File: config.mk
export PLATFORM = sky130hd
export DESIGN_NAME = raceVideoTop
export DESIGN_NICKNAME = d
export VERILOG_FILES = /design/src/logic/gamePkg.sv /design/src/logic/videoPkg.sv /design/src/logic/raceVideoTop.sv /design/src/logic/videoOut.sv /design/src/logic/spritePainter.sv /design/src/logic/vgaTiming.sv /design/src/logic/sceneRegs.sv
export VERILOG_INCLUDE_DIRS = /design/src /design/src/include
export SDC_FILE = /design/constraint.sdc
export NUM_CORES = 1
export LEC_CHECK = 0
export ABC_AREA = 1
export BUFFER_PORTS_ARGS = -buffer_cell sky130_fd_sc_hd__buf_2
export CAP_MARGIN = 20
export CORE_ASPECT_RATIO = 1.1
export CORE_UTILIZATION = 50
export CTS_CLUSTER_DIAMETER = 200
export CTS_CLUSTER_SIZE = 24
export DETAILED_ROUTE_END_ITERATION = 12
export PLACE_DENSITY = 0.67
export SLEW_MARGIN = 15
export SYNTH_ARGS = -nofsm -noshare
export SYNTH_HDL_FRONTEND = slang
export SYNTH_HIERARCHICAL = 1
export SYNTH_SLANG_ARGS = --single-unit
File: constraint.sdc
create_clock -name clk -period 3.1 [get_ports clk]
set_input_delay 0 -clock clk [delete_from_list [all_inputs] [get_ports clk]]
set_output_delay 0 -clock clk [all_outputs]
set_load 0.02 [all_outputs]
File: src/include/raceVideo_settings.svh
`ifndef RACEVIDEO_SETTINGS_SVH
`define RACEVIDEO_SETTINGS_SVH

// Horizontal timing in pixel clocks
`define H_ACTIVE 640
`define H_FRONT 16
`define H_SYNC 96
`define H_BACK 48
`define H_TOTAL (`H_ACTIVE + `H_FRONT + `H_SYNC + `H_BACK)

// Vertical timing in lines
`define V_ACTIVE 480
`define V_FRONT 10
`define V_SYNC 2
`define V_BACK 33
`define V_TOTAL (`V_ACTIVE + `V_FRONT + `V_SYNC + `V_BACK)

// Car sprite size
`define CAR_W 65
`define CAR_H 70

// Road edges
`define BORDER_L_END 215
`define BORDER_R_START 405

// Top line of the player car
`define PLAYER_ROW 390

// Obstacle 1 past this line shows again at the top
`define WRAP_Y 410

// Register stages in the painter
`define PAINT_LATENCY 1

`endif
File: src/logic/gamePkg.sv
package gamePkg;

	// Object positions as written by the host
	typedef logic [9:0] posXType;
	typedef logic [8:0] posYType;

	// Wishbone word and word address
	typedef logic [15:0] wbDataType;
	typedef logic [2:0] wbAddrType;

	// Register map, one word per entry
	typedef enum logic [2:0] {
		addrControl = 3'd0,
		addrObsX1 = 3'd1,
		addrObsX2 = 3'd2,
		addrObsX3 = 3'd3,
		addrObsY1 = 3'd4,
		addrObsY2 = 3'd5,
		addrPlayerX = 3'd6
	} regAddrType;

	// Control word bits
	typedef logic [1:0] ctrlType;
	localparam int ctrlSceneBit = 0;
	localparam int ctrlPlayerBit = 1;

endpackage

File: src/logic/videoPkg.sv
package videoPkg;

	//////////////////////////////////////////////////////////////////////
	// Screen coordinates
	//////////////////////////////////////////////////////////////////////

	// Column counter, wide enough for the 800 column total
	typedef logic [10:0] pixelXType;
	// Line counter for the 525 line total
	typedef logic [9:0] pixelYType;

	// One bit per colour gun
	typedef logic [2:0] rgbType;

	// Named colours
	localparam rgbType colourBlack = 3'd0;
	localparam rgbType colourGreen = 3'd3;
	localparam rgbType colourWhite = 3'd7;

	//////////////////////////////////////////////////////////////////////
	// Sync levels
	//////////////////////////////////////////////////////////////////////

	// Both VGA syncs are active low
	typedef logic syncType;
	localparam syncType syncActive = 1'b0;
	localparam syncType syncIdle = 1'b1;

endpackage

File: src/logic/raceVideoTop.sv
`timescale 1ns/1ps

module raceVideoTop import videoPkg::*, gamePkg::*; (
	input logic clk,
	input logic rstN,
	input logic wbCyc,
	input logic wbStb,
	input logic wbWe,
	input wbAddrType wbAdr,
	input wbDataType wbDatW,
	output wbDataType wbDatR,
	output logic wbAck,
	output syncType hSync,
	output syncType vSync,
	output rgbType rgb
);

	// Scan position and raw timing
	pixelXType pixelX;
	pixelYType pixelY;
	syncType hSyncRaw;
	syncType vSyncRaw;
	logic visible;
	logic frameStart;

	// Active scene
	logic paintScene;
	logic paintPlayer;
	posXType obsX1;
	posXType obsX2;
	posXType obsX3;
	posYType obsY1;
	posYType obsY2;
	posXType playerX;

	// Painter output, one clock behind the counters
	rgbType colour;

	//////////////////////////////////////////////////////////////////////
	// Host registers
	//////////////////////////////////////////////////////////////////////

	sceneRegs uSceneRegs (
		.clk(clk),
		.rstN(rstN),
		.wbCyc(wbCyc),
		.wbStb(wbStb),
		.wbWe(wbWe),
		.wbAdr(wbAdr),
		.wbDatW(wbDatW),
		.frameStart(frameStart),
		.wbDatR(wbDatR),
		.wbAck(wbAck),
		.paintScene(paintScene),
		.paintPlayer(paintPlayer),
		.obsX1(obsX1),
		.obsX2(obsX2),
		.obsX3(obsX3),
		.obsY1(obsY1),
		.obsY2(obsY2),
		.playerX(playerX)
	);

	//////////////////////////////////////////////////////////////////////
	// Video path
	//////////////////////////////////////////////////////////////////////

	vgaTiming uVgaTiming (
		.clk(clk),
		.rstN(rstN),
		.pixelX(pixelX),
		.pixelY(pixelY),
		.hSyncRaw(hSyncRaw),
		.vSyncRaw(vSyncRaw),
		.visible(visible),
		.frameStart(frameStart)
	);

	spritePainter uSpritePainter (
		.clk(clk),
		.rstN(rstN),
		.pixelX(pixelX),
		.pixelY(pixelY),
		.paintScene(paintScene),
		.paintPlayer(paintPlayer),
		.obsX1(obsX1),
		.obsX2(obsX2),
		.obsX3(obsX3),
		.obsY1(obsY1),
		.obsY2(obsY2),
		.playerX(playerX),
		.colour(colour)
	);

	// Pins two clocks after the counters
	videoOut uVideoOut (
		.clk(clk),
		.rstN(rstN),
		.hSyncRaw(hSyncRaw),
		.vSyncRaw(vSyncRaw),
		.visible(visible),
		.colour(colour),
		.hSync(hSync),
		.vSync(vSync),
		.rgb(rgb)
	);

endmodule

File: src/logic/videoOut.sv
`timescale 1ns/1ps
`include "raceVideo_settings.svh"

module videoOut import videoPkg::*; (
	input logic clk,
	input logic rstN,
	input syncType hSyncRaw,
	input syncType vSyncRaw,
	input logic visible,
	input rgbType colour,
	output syncType hSync,
	output syncType vSync,
	output rgbType rgb
);

	// Match the painter register stages
	localparam int alignDepth = `PAINT_LATENCY;

	// Delay lines for timing beside the colour path
	syncType hSyncPipe [alignDepth];
	syncType vSyncPipe [alignDepth];
	logic visiblePipe [alignDepth];

	//////////////////////////////////////////////////////////////////////
	// Alignment
	//////////////////////////////////////////////////////////////////////

	always_ff @(posedge clk or negedge rstN) begin
		if (!rstN) begin
			for (int i = 0; i < alignDepth; i++) begin
				hSyncPipe[i] <= syncIdle;
				vSyncPipe[i] <= syncIdle;
				visiblePipe[i] <= 1'b0;
			end
		end else begin
			hSyncPipe[0] <= hSyncRaw;
			vSyncPipe[0] <= vSyncRaw;
			visiblePipe[0] <= visible;
			// Remaining stages when the painter gets deeper
			for (int i = 1; i < alignDepth; i++) begin
				hSyncPipe[i] <= hSyncPipe[i - 1];
				vSyncPipe[i] <= vSyncPipe[i - 1];
				visiblePipe[i] <= visiblePipe[i - 1];
			end
		end
	end

	// Pin registers, black in blanking
	always_ff @(posedge clk or negedge rstN) begin
		if (!rstN) begin
			hSync <= syncIdle;
			vSync <= syncIdle;
			rgb <= colourBlack;
		end else begin
			hSync <= hSyncPipe[alignDepth - 1];
			vSync <= vSyncPipe[alignDepth - 1];
			rgb <= visiblePipe[alignDepth - 1] ? colour : colourBlack;
		end
	end

endmodule

File: src/logic/spritePainter.sv
`timescale 1ns/1ps
`include "raceVideo_settings.svh"

module spritePainter import videoPkg::*, gamePkg::*; (
	input logic clk,
	input logic rstN,
	input pixelXType pixelX,
	input pixelYType pixelY,
	input logic paintScene,
	input logic paintPlayer,
	input posXType obsX1,
	input posXType obsX2,
	input posXType obsX3,
	input posYType obsY1,
	input posYType obsY2,
	input posXType playerX,
	output rgbType colour
);

	// Sizes and fixed screen features
	localparam pixelXType carW = pixelXType'(`CAR_W);
	localparam pixelYType carH = pixelYType'(`CAR_H);
	localparam pixelXType hActive = pixelXType'(`H_ACTIVE);
	localparam pixelYType vActive = pixelYType'(`V_ACTIVE);
	localparam pixelXType borderLEnd = pixelXType'(`BORDER_L_END);
	localparam pixelXType borderRStart = pixelXType'(`BORDER_R_START);
	localparam pixelYType playerTop = pixelYType'(`PLAYER_ROW);
	localparam pixelYType playerBottom = pixelYType'(`PLAYER_ROW + `CAR_H);
	localparam pixelYType wrapY = pixelYType'(`WRAP_Y);

	//////////////////////////////////////////////////////////////////////
	// Sprite edges
	//////////////////////////////////////////////////////////////////////

	// Right and bottom edges in counter width so the sums never wrap
	pixelXType obs1XEnd;
	pixelXType obs2XEnd;
	pixelXType obs3XEnd;
	pixelXType playerXEnd;
	pixelYType obs1YEnd;
	pixelYType obs2YEnd;
	pixelYType wrapYEnd;

	// Per layer hits
	logic inBorder;
	logic inObs1;
	logic inObs2;
	logic inWrap;
	logic inPlayer;

	// Colour for the current pixel
	rgbType nextColour;

	assign obs1XEnd = pixelXType'(obsX1) + carW;
	assign obs2XEnd = pixelXType'(obsX2) + carW;
	assign obs3XEnd = pixelXType'(obsX3) + carW;
	assign playerXEnd = pixelXType'(playerX) + carW;
	assign obs1YEnd = pixelYType'(obsY1) + carH;
	assign obs2YEnd = pixelYType'(obsY2) + carH;
	// Part of obstacle 1 that ran off the bottom
	assign wrapYEnd = pixelYType'(obsY1) - wrapY;

	//////////////////////////////////////////////////////////////////////
	// Hit tests, all strict
	//////////////////////////////////////////////////////////////////////

	// Left or right roadside strip
	assign inBorder = (pixelY > 0) && (pixelY < vActive)
		&& (((pixelX > 0) && (pixelX < borderLEnd))
		|| ((pixelX > borderRStart) && (pixelX < hActive)));

	assign inObs1 = (pixelX > obsX1) && (pixelX < obs1XEnd)
		&& (pixelY > obsY1) && (pixelY < obs1YEnd);

	assign inObs2 = (pixelX > obsX2) && (pixelX < obs2XEnd)
		&& (pixelY > obsY2) && (pixelY < obs2YEnd);

	// Third car only once obstacle 1 passes the wrap line
	assign inWrap = (obsY1 > wrapY)
		&& (pixelX > obsX3) && (pixelX < obs3XEnd)
		&& (pixelY > 0) && (pixelY < wrapYEnd);

	// Player car on its fixed row
	assign inPlayer = (pixelX > playerX) && (pixelX < playerXEnd)
		&& (pixelY > playerTop) && (pixelY < playerBottom);

	// Later layers win
	always_comb begin
		nextColour = colourBlack;
		if (paintScene) begin
			if (inBorder) begin
				nextColour = colourGreen;
			end
			if (inObs1 || inObs2 || inWrap) begin
				nextColour = colourWhite;
			end
		end
		if (paintPlayer && inPlayer) begin
			nextColour = colourWhite;
		end
	end

	// One clock of latency
	always_ff @(posedge clk or negedge rstN) begin
		if (!rstN) begin
			colour <= colourBlack;
		end else begin
			colour <= nextColour;
		end
	end

endmodule

File: src/logic/vgaTiming.sv
`timescale 1ns/1ps
`include "raceVideo_settings.svh"

module vgaTiming import videoPkg::*; (
	input logic clk,
	input logic rstN,
	output pixelXType pixelX,
	output pixelYType pixelY,
	output syncType hSyncRaw,
	output syncType vSyncRaw,
	output logic visible,
	output logic frameStart
);

	// Horizontal points in columns
	localparam pixelXType hActive = pixelXType'(`H_ACTIVE);
	localparam pixelXType hSyncStart = pixelXType'(`H_ACTIVE + `H_FRONT);
	localparam pixelXType hSyncEnd = pixelXType'(`H_ACTIVE + `H_FRONT + `H_SYNC);
	localparam pixelXType hTotal = pixelXType'(`H_TOTAL);

	// Vertical points in lines
	localparam pixelYType vActive = pixelYType'(`V_ACTIVE);
	localparam pixelYType vSyncStart = pixelYType'(`V_ACTIVE + `V_FRONT);
	localparam pixelYType vSyncEnd = pixelYType'(`V_ACTIVE + `V_FRONT + `V_SYNC);
	localparam pixelYType vTotal = pixelYType'(`V_TOTAL);

	// Last column of a line and last line of a frame
	logic lineEnd;
	logic frameEnd;

	assign lineEnd = (pixelX == hTotal - 1'b1);
	assign frameEnd = (pixelY == vTotal - 1'b1);

	//////////////////////////////////////////////////////////////////////
	// Scan counters
	//////////////////////////////////////////////////////////////////////

	always_ff @(posedge clk or negedge rstN) begin
		if (!rstN) begin
			pixelX <= '0;
			pixelY <= '0;
		end else if (lineEnd) begin
			pixelX <= '0;
			// Next line or back to the top
			if (frameEnd) begin
				pixelY <= '0;
			end else begin
				pixelY <= pixelY + 1'b1;
			end
		end else begin
			pixelX <= pixelX + 1'b1;
		end
	end

	//////////////////////////////////////////////////////////////////////
	// Decoded windows
	//////////////////////////////////////////////////////////////////////

	// Sync pulses inside the blanking intervals
	assign hSyncRaw = (pixelX >= hSyncStart && pixelX < hSyncEnd) ? syncActive : syncIdle;
	assign vSyncRaw = (pixelY >= vSyncStart && pixelY < vSyncEnd) ? syncActive : syncIdle;

	// 640x480 drawn area
	assign visible = (pixelX < hActive) && (pixelY < vActive);

	// First pixel after the last visible line
	assign frameStart = (pixelX == '0) && (pixelY == vActive);

	// Counters never leave the frame
	counterRange: assert property (@(posedge clk) disable iff (!rstN)
		(pixelX < hTotal) && (pixelY < vTotal));

endmodule

File: src/logic/sceneRegs.sv
`timescale 1ns/1ps

module sceneRegs import gamePkg::*; (
	input logic clk,
	input logic rstN,
	input logic wbCyc,
	input logic wbStb,
	input logic wbWe,
	input wbAddrType wbAdr,
	input wbDataType wbDatW,
	input logic frameStart,
	output wbDataType wbDatR,
	output logic wbAck,
	output logic paintScene,
	output logic paintPlayer,
	output posXType obsX1,
	output posXType obsX2,
	output posXType obsX3,
	output posYType obsY1,
	output posYType obsY2,
	output posXType playerX
);

	// New request, not yet acked
	logic wbReq;

	// Staging bank seen by the host
	ctrlType stageCtrl;
	posXType stageObsX1;
	posXType stageObsX2;
	posXType stageObsX3;
	posYType stageObsY1;
	posYType stageObsY2;
	posXType stagePlayerX;

	// Active bank seen by the painter
	ctrlType activeCtrl;

	// Staging word at wbAdr
	wbDataType readMux;

	assign wbReq = wbCyc && wbStb && !wbAck;

	assign paintScene = activeCtrl[ctrlSceneBit];
	assign paintPlayer = activeCtrl[ctrlPlayerBit];

	//////////////////////////////////////////////////////////////////////
	// Host side
	//////////////////////////////////////////////////////////////////////

	// Zero extended fields, zero above the map
	always_comb begin
		readMux = '0;
		case (regAddrType'(wbAdr))
			addrControl: readMux = wbDataType'(stageCtrl);
			addrObsX1: readMux = wbDataType'(stageObsX1);
			addrObsX2: readMux = wbDataType'(stageObsX2);
			addrObsX3: readMux = wbDataType'(stageObsX3);
			addrObsY1: readMux = wbDataType'(stageObsY1);
			addrObsY2: readMux = wbDataType'(stageObsY2);
			addrPlayerX: readMux = wbDataType'(stagePlayerX);
			default: readMux = '0;
		endcase
	end

	// Single cycle ack, read data held with it
	always_ff @(posedge clk or negedge rstN) begin
		if (!rstN) begin
			wbAck <= 1'b0;
			wbDatR <= '0;
		end else begin
			wbAck <= wbReq;
			if (wbReq && !wbWe) begin
				wbDatR <= readMux;
			end
		end
	end

	// Writes land on the ack edge
	// high bits beyond each field are dropped
	always_ff @(posedge clk or negedge rstN) begin
		if (!rstN) begin
			stageCtrl <= '0;
			stageObsX1 <= '0;
			stageObsX2 <= '0;
			stageObsX3 <= '0;
			stageObsY1 <= '0;
			stageObsY2 <= '0;
			stagePlayerX <= '0;
		end else if (wbReq && wbWe) begin
			case (regAddrType'(wbAdr))
				addrControl: stageCtrl <= wbDatW[$bits(ctrlType)-1:0];
				addrObsX1: stageObsX1 <= wbDatW[$bits(posXType)-1:0];
				addrObsX2: stageObsX2 <= wbDatW[$bits(posXType)-1:0];
				addrObsX3: stageObsX3 <= wbDatW[$bits(posXType)-1:0];
				addrObsY1: stageObsY1 <= wbDatW[$bits(posYType)-1:0];
				addrObsY2: stageObsY2 <= wbDatW[$bits(posYType)-1:0];
				addrPlayerX: stagePlayerX <= wbDatW[$bits(posXType)-1:0];
				default: ;
			endcase
		end
	end

	//////////////////////////////////////////////////////////////////////
	// Frame boundary copy
	//////////////////////////////////////////////////////////////////////

	// Whole bank at once so a frame never mixes old and new values
	always_ff @(posedge clk or negedge rstN) begin
		if (!rstN) begin
			activeCtrl <= '0;
			obsX1 <= '0;
			obsX2 <= '0;
			obsX3 <= '0;
			obsY1 <= '0;
			obsY2 <= '0;
			playerX <= '0;
		end else if (frameStart) begin
			activeCtrl <= stageCtrl;
			obsX1 <= stageObsX1;
			obsX2 <= stageObsX2;
			obsX3 <= stageObsX3;
			obsY1 <= stageObsY1;
			obsY2 <= stageObsY2;
			playerX <= stagePlayerX;
		end
	end

	// Ack is a single pulse
	ackOnePulse: assert property (@(posedge clk) disable iff (!rstN)
		wbAck |=> !wbAck);

	// No ack without a request the cycle before
	ackAfterReq: assert property (@(posedge clk) disable iff (!rstN)
		wbAck |-> $past(wbCyc && wbStb));

endmodule

==> results of run 1 <==
## power by group
part	internal, uW	switching [uW]	leakage [uW]	total [uW]
Combinational	132	273	0.00415	405
Sequential	2280	170	0.00217	2450
Clock	1110	1010	0.000294	2120
## per-stage QoR
stage	utilization	cells	total power (uW)
after floorplan	-	1448	2650
after global placement	0.534	1743	2850
after detailed placement	0.534	1743	2860
after CTS	0.567	1788	4990
after global routing	0.567	1788	5160
final	0.567	1788	4970
## metal layers
layer | wire length, um | up-vias | track usage | part of all wire
li1 | - | 4804 | - | -
met1 | 13500 | 4543 | 0.345 | 0.46
met2 | 13300 | 295 | 0.421 | 0.46
met3 | 1140 | 72 | 0.0299 | 0.039
met4 | 1120 | 0 | 0.108 | 0.038
met5 | 0 | - | 0 | 0
## kinds of logic after synthesis
group	share of synthesized area
simple gates	0.249
buf+inv	0.0826
compound gates	0.0766
flops	0.353
fa+ha+maj	0.148
mux	0.0549
xor+xnor	0.0351
other cells	0.000326
## repair_timing
item                                    in CTS  in global routing
hold buffers                                13                  0
resized for setup                            0                  0
endpoints found under the setup margin       0                  0
buffers inserted                             0                  0
hold endpoints to repair                   108                  0
## cell usage after synthesis (5+ instances only)
cell type,n,area share
sky130_fd_sc_hd__nand2_2,6,0.0033
sky130_fd_sc_hd__nand3_2,5,0.0044
sky130_fd_sc_hd__mux2_2,56,0.055
sky130_fd_sc_hd__clkbuf_1,13,0.0042
sky130_fd_sc_hd__xor2_1,41,0.031
sky130_fd_sc_hd__nor4_1,6,0.0033
sky130_fd_sc_hd__inv_1,176,0.057
sky130_fd_sc_hd__nor3_1,6,0.0026
sky130_fd_sc_hd__o21ai_0,79,0.034
sky130_fd_sc_hd__nand2_1,371,0.12
sky130_fd_sc_hd__a21oi_1,56,0.024
sky130_fd_sc_hd__o21bai_1,7,0.0046
sky130_fd_sc_hd__buf_2,22,0.0096
sky130_fd_sc_hd__inv_2,8,0.0026
sky130_fd_sc_hd__buf_4,7,0.0046
sky130_fd_sc_hd__nand4_1,59,0.032
sky130_fd_sc_hd__nor2_1,104,0.034
sky130_fd_sc_hd__xnor2_1,5,0.0038
sky130_fd_sc_hd__nand3_1,63,0.027
sky130_fd_sc_hd__ha_1,136,0.15
sky130_fd_sc_hd__nor2_2,7,0.0038
sky130_fd_sc_hd__dfrtp_1,158,0.34
## critical path, delay by kind of cell, from the launching register on
family	cells	cell delay [ps]
adder cells (fa/ha/maj)	2	540
AND/OR/NAND/NOR	15	1620
flip-flops	1	370
buffers and inverters	1	80
## layout make-up
cell class | instances | area share
multi-input combinational | 1054 | 0.514
sequential | 162 | 0.321
inverter | 186 | 0.0554
clock buffer | 18 | 0.0347
timing repair buffer | 59 | 0.0335
tap | 295 | 0.0292
clock inverter | 14 | 0.0123
## worst min path at each step
stage	startpoint	end	slack, ps	cells past startpoint
5_1_grt	wbWe	uSceneRegs/wbDatR[1]$_DFFE_PN0P_	30	5
4_1_cts	wbWe	uSceneRegs/wbDatR[3]$_DFFE_PN0P_	3	5
6_report	wbWe	uSceneRegs/wbDatR[0]$_DFFE_PN0P_	10	5
3_5_place_dp	rstN	uSpritePainter/colour[2]$_DFF_PN0_	100	1
3_3_place_gp	rstN	uSpritePainter/colour[2]$_DFF_PN0_	110	1
2_1_floorplan	rstN	uSceneRegs/activeCtrl[0]$_DFFE_PN0P_	-300	0
==> results.py, run 1 <==
metrics = {
    "outcome": {
        "outcome": "completed",
    },
    "run": {
        "max_cap_viol_count": 0,
    },
    "route": {
        "first_pass_iters": 5,
        "drtAntennaViolNets": 0,
        "detail_route.drc_violations": 0,
        "post_drt_wl_per_cell_um": 16.3,
        "detailroute.via_count": 9714,
        "route.detailed.vias_per_inst": 5.43,
        "postRouteWirelength_um": 29100,
        "drt_iter0_drc": 643,
    },
    "floorplanning": {
        "core_region_area_mm2": 0.0223,
        "initial_core_util": 0.515,
        "boundaryPins": 46,
        "dieArea_mm2": 0.0236,
        "placementRows": 57,
        "die-width_um": 147,
        "die_height_um": 161,
    },
    "sta": {
        "timing.setup.tns_ps": 0,
        "hold_viol_final": 0,
        "grt_setup_unrepaired": "false",
        "fin_ws_ps": 388,
        "maxClockFrequency_ghz": 0.369,
        "relSlewSlack": 0.456,
        "timing.final.crit_share": 0.875,
        "final-setup-viol-count": 0,
        "timing_max_transition_violations_final": 0,
        "skew_ps": 14.1,
        "worst-slew-pin-transition_ps": 816,
        "finalWorstPathRequiredPeriod_ps": 2710,
        "fin_worst_hold_slack_ps": 10.9,
    },
    "global_routing": {
        "groute.usage.overall": 0.257,
        "number_of_antenna_violations_at_the_first_check_in_global_routing": 0,
        "grt_max_degree": 83,
        "grt_first_pass_wirelength_um": 47600,
        "first_global_vias": 9245,
        "overflow": 0,
    },
    "yosys": {
        "synth.lib_cells_used.distinct": 47,
        "synth-edff-count": 0,
        "synth_cells": 1443,
        "synthArstFlopShare": 1.00,
        "synth_seq_cells": 162,
        "syn_area_mm2": 0.0115,
        "syn_area_per_cell_um2": 7.96,
        "synthFlopType": "sky130_fd_sc_hd__dfrtp_1",
        "yosys_warnings": 6,
        "ys_seq_area_frac": 0.353,
    },
    "critical_path": {
        "critical_path_launch_point": "uSceneRegs/obsY2[1]$_DFFE_PN0P_",
        "crit_path_max_fanout": 3,
        "critPathRequiredTime_ps": 3470,
        "ff2ff_setup_slack_ps": 390,
        "crit-reg2reg-capture": "uSpritePainter/colour[2]$_DFF_PN0_",
        "crit_path_max_incr_delay_ps": 370,
        "crit_path_top_delay_cell": "sky130_fd_sc_hd__dfrtp_1",
        "critical_path.reg2reg.startpoint": "uSceneRegs/obsY2[1]$_DFFE_PN0P_",
        "critical_path.most_common_cell": "sky130_fd_sc_hd__nand2_1",
        "critical_path.endpoint": "uSpritePainter/colour[2]$_DFF_PN0_",
        "crit_chain": "inv_1, ha_1, or2_2, nor2_1, nand2_1, nand2_1, nand3_1, ha_1, nand2_1, and3_1, nand2_1, nor2_1, nand3_1, nor2_1, nand2_1, nand3_2, nand2_2, nand2_1",
        "reg2regPathDepth": 18,
        "end_kind": "flip-flop",
        "worst-endpoint-arrival_ps": 3080,
        "timing.setup.critical_path_class": "flip-flop to flip-flop",
        "critical_path.startpoint_type": "flip-flop",
    },
    "clocking": {
        "clk_latency_ps": 440,
        "cts_root_buffer": "sky130_fd_sc_hd__clkbuf_16",
        "clock_sink_count": 162,
        "clk_pin_slew_worst_paths_ps": 80,
        "cts_made_buffers": 17,
        "cts_tree": "done",
        "cts_max_path_buffers": 2,
        "cts.htree.levels": 4,
    },
    "layout": {
        "layout.cell_area.non_filler_mm2": 0.0127,
        "num-fill-cells": 2038,
        "layout-area-overhead-vs-synth_pct": 10.1,
        "finish.net_count": 1640,
        "drive_above_1_share": 0.120,
        "multi_input_area_mm2": 0.00651,
        "most_common_cell_after_layout_fill_and_taps_aside": "sky130_fd_sc_hd__nand2_1",
        "number_of_flip_flops_in_the_largest_register": 11,
        "insertedDiodeCount": 0,
        "most_flop_heavy_register": "uVgaTiming/pixelX",
        "area.sequential_mm2": 0.00406,
        "layout_common_cells": "371 x sky130_fd_sc_hd__nand2_1, 176 x sky130_fd_sc_hd__inv_1, 158 x sky130_fd_sc_hd__dfrtp_1",
    },
    "placed_design": {
        "gp_congestion": 0.861,
        "preCtsSetupSlack_ps": 384,
        "detailed_place_hpwl_um": 21400,
        "detailed_place.area_mm2": 0.0119,
        "numPortBuffers": 33,
    },
    "pwr": {
        "power_leakage_uw": 0.00661,
        "p_per_area_mw_per_mm2": 393,
        "vdd_ir_drop_max_uv": 376,
    },
    "worst_hold_path": {
        "hold_path_class": "primary input to flip-flop",
    },
}
(Power assumes the default switching activity.)
==> run 2: changes to the inputs <==
--- a/config.mk
+++ b/config.mk
@@ -14,6 +14,7 @@
 export CTS_CLUSTER_DIAMETER = 200
 export CTS_CLUSTER_SIZE = 24
 export DETAILED_ROUTE_END_ITERATION = 12
+export MAX_ROUTING_LAYER = met4
 export PLACE_DENSITY = 0.67
 export SLEW_MARGIN = 15
 export SYNTH_ARGS = -nofsm -noshare
==> results.py, run 2 (same netlist as run 1, synthesis figures left out) <==
metrics = {
    "outcome": {
        "outcome": "completed",
    },
    "route": {
        "first_pass_iters": 5,
        "drtAntennaViolNets": 0,
        "postRouteWirelength_um": 29100,
        "post_drt_wl_per_cell_um": 16.3,
        "detail_route.drc_violations": 0,
        "drt_iter0_drc": 619,
        "route.detailed.vias_per_inst": 5.40,
        "detailroute.via_count": 9662,
    },
    "pwr": {
        "vdd_ir_drop_max_uv": 374,
        "power.clock.fraction": 0.427,
        "power_leakage_uw": 0.00661,
        "switchingPower_uw": 1450,
        "pwr-share-comb": 0.081,
        "power_report.internal_total_uw": 3510,
        "power.switching_fraction": 0.293,
        "seq_power_share": 0.492,
        "p_per_area_mw_per_mm2": 393,
    },
    "clocking": {
        "clk_pin_slew_worst_paths_ps": 80,
        "cts_made_buffers": 17,
        "cts.htree.levels": 4,
        "post_cts.repair.setup_buffers": 0,
        "cts_max_path_buffers": 2,
        "postCtsResizedCells": 0,
        "cts_root_buffer": "sky130_fd_sc_hd__clkbuf_16",
        "clock_sink_count": 162,
        "cts.hold.buffers_added": 13,
        "clk_latency_ps": 430,
        "cts_tree": "done",
    },
    "critical_path": {
        "critical_path_launch_point": "uSceneRegs/obsY2[1]$_DFFE_PN0P_",
        "crit_path_max_fanout": 3,
        "critical_path.startpoint_type": "flip-flop",
        "critical_path.reg2reg.startpoint": "uSceneRegs/obsY2[1]$_DFFE_PN0P_",
        "critPathRequiredTime_ps": 3470,
        "ff2ff_setup_slack_ps": 380,
        "critical_path.endpoint": "uSpritePainter/colour[2]$_DFF_PN0_",
        "end_kind": "flip-flop",
        "crit-reg2reg-capture": "uSpritePainter/colour[2]$_DFF_PN0_",
        "timing.setup.critical_path_class": "flip-flop to flip-flop",
        "worst-endpoint-arrival_ps": 3080,
        "reg2regPathDepth": 18,
    },
    "sta": {
        "worst-slew-pin-transition_ps": 795,
        "timing.final.crit_share": 0.876,
        "hold_viol_final": 0,
        "skew_ps": 14.4,
        "timing_max_transition_violations_final": 0,
        "finalWorstPathRequiredPeriod_ps": 2720,
        "grt_setup_unrepaired": "false",
        "maxClockFrequency_ghz": 0.368,
        "final-setup-viol-count": 0,
        "relSlewSlack": 0.470,
        "timing.setup.tns_ps": 0,
    },
    "placed_design": {
        "dp.cells": 1743,
        "gp_congestion": 0.875,
        "detailed_place.area_mm2": 0.0119,
        "numPortBuffers": 33,
        "detailed_place_hpwl_um": 21400,
    },
    "layout": {
        "most_common_cell_after_layout_fill_and_taps_aside": "sky130_fd_sc_hd__nand2_1",
        "utilization": 0.567,
        "layout.cell_area.non_filler_mm2": 0.0127,
        "most_flop_heavy_register": "uVgaTiming/pixelX",
        "finish.net_count": 1640,
        "insertedDiodeCount": 0,
        "post_layout_nonfiller_instances": 1788,
        "drive_above_1_share": 0.120,
        "layout_common_cells": "371 x sky130_fd_sc_hd__nand2_1, 176 x sky130_fd_sc_hd__inv_1, 158 x sky130_fd_sc_hd__dfrtp_1",
        "layout-area-overhead-vs-synth_pct": 10.1,
        "number_of_flip_flops_in_the_largest_register": 11,
    },
    "floorplanning": {
        "initial_core_util": 0.515,
        "die-width_um": 147,
        "dieArea_mm2": 0.0236,
        "core_region_area_mm2": 0.0223,
        "die_height_um": 161,
        "placementRows": 57,
        "boundaryPins": 46,
    },
    "global_routing": {
        "first_global_vias": 9254,
        "grt_first_pass_wirelength_um": 47600,
        "overflow": 0,
        "grt_max_degree": 83,
        "groute.usage.overall": 0.265,
        "number_of_antenna_violations_at_the_first_check_in_global_routing": 0,
    },
    "run": {
        "max_cap_viol_count": 0,
    },
    "worst_hold_path": {
        "timing.hold.worst_path_depth": 5,
        "hold_path_class": "primary input to flip-flop",
    },
}
==> run 2: cell counts in the layout (fill, tap and decap cells not counted) <==
Identical to the previous run, type by type.
==> run 2: area by class of cell <==
| cell class | count | area, um^2 |
|---|---|---|
| inverter | 186 | 701 |
| multi-input combinational | 1054 | 6510 |
| timing repair buffer | 59 | 424 |
| tap | 295 | 369 |
| clock inverter | 14 | 155 |
| clock buffer | 18 | 439 |
| sequential | 162 | 4060 |
| fill | 2038 | 9670 |
==> run 2: layer usage <==
layer | wire [um] | track usage | part of all wire
met3 | 1200 | 0.0297 | 0.041
met4 | 1040 | 0.106 | 0.036
met1 | 13500 | 0.346 | 0.46
met5 | 0 | - | 0
met2 | 13300 | 0.422 | 0.46
==> run 2: worst min-delay path by stage <==
stage,slack (ps),startpoint,end
4_1_cts,3,wbWe,uSceneRegs/wbDatR[3]$_DFFE_PN0P_
2_1_floorplan,-300,rstN,uSceneRegs/activeCtrl[0]$_DFFE_PN0P_
3_3_place_gp,110,rstN,uSpritePainter/colour[2]$_DFF_PN0_
3_5_place_dp,100,rstN,uSpritePainter/colour[2]$_DFF_PN0_
6_report,10,wbWe,uSceneRegs/wbDatR[0]$_DFFE_PN0P_
5_1_grt,30,wbWe,uSceneRegs/wbDatR[1]$_DFFE_PN0P_
==> run 2: per-stage QoR <==
step | worst slack [ps] | hold WS, ps | total power (uW)
after floorplan | 838 | -296 | 2650
after global placement | 459 | 108 | 2850
after detailed placement | 384 | 98.7 | 2860
after CTS | 369 | 3.29 | 4990
after global routing | 129 | 34.0 | 5160
final | 383 | 10.2 | 4970
==> run 2: worst max-delay path, cell delays in order, from the launching register on <==
cell and delay, ps:
sky130_fd_sc_hd__dfrtp_1 370, sky130_fd_sc_hd__inv_1 80, sky130_fd_sc_hd__ha_1 210, sky130_fd_sc_hd__or2_2 310, sky130_fd_sc_hd__nor2_1 90, sky130_fd_sc_hd__nand2_1 70
sky130_fd_sc_hd__nand2_1 90, sky130_fd_sc_hd__nand3_1 120, sky130_fd_sc_hd__ha_1 330, sky130_fd_sc_hd__nand2_1 140, sky130_fd_sc_hd__and3_1 170, sky130_fd_sc_hd__nand2_1 50
sky130_fd_sc_hd__nor2_1 90, sky130_fd_sc_hd__nand3_1 80, sky130_fd_sc_hd__nor2_1 150, sky130_fd_sc_hd__nand2_1 80, sky130_fd_sc_hd__nand3_2 80, sky130_fd_sc_hd__nand2_2 50
sky130_fd_sc_hd__nand2_1 60
==> run 2: power groups by stage <==
| stage | Sequential (uW) | Clock (uW) | Combinational, uW |
|---|---|---|---|
| after floorplan | 2430 | 0 | 220 |
| after global placement | 2470 | 0 | 380 |
| after detailed placement | 2470 | 0 | 390 |
| after CTS | 2440 | 2150 | 406 |
| after global routing | 2460 | 2240 | 459 |
| final | 2440 | 2120 | 405 |
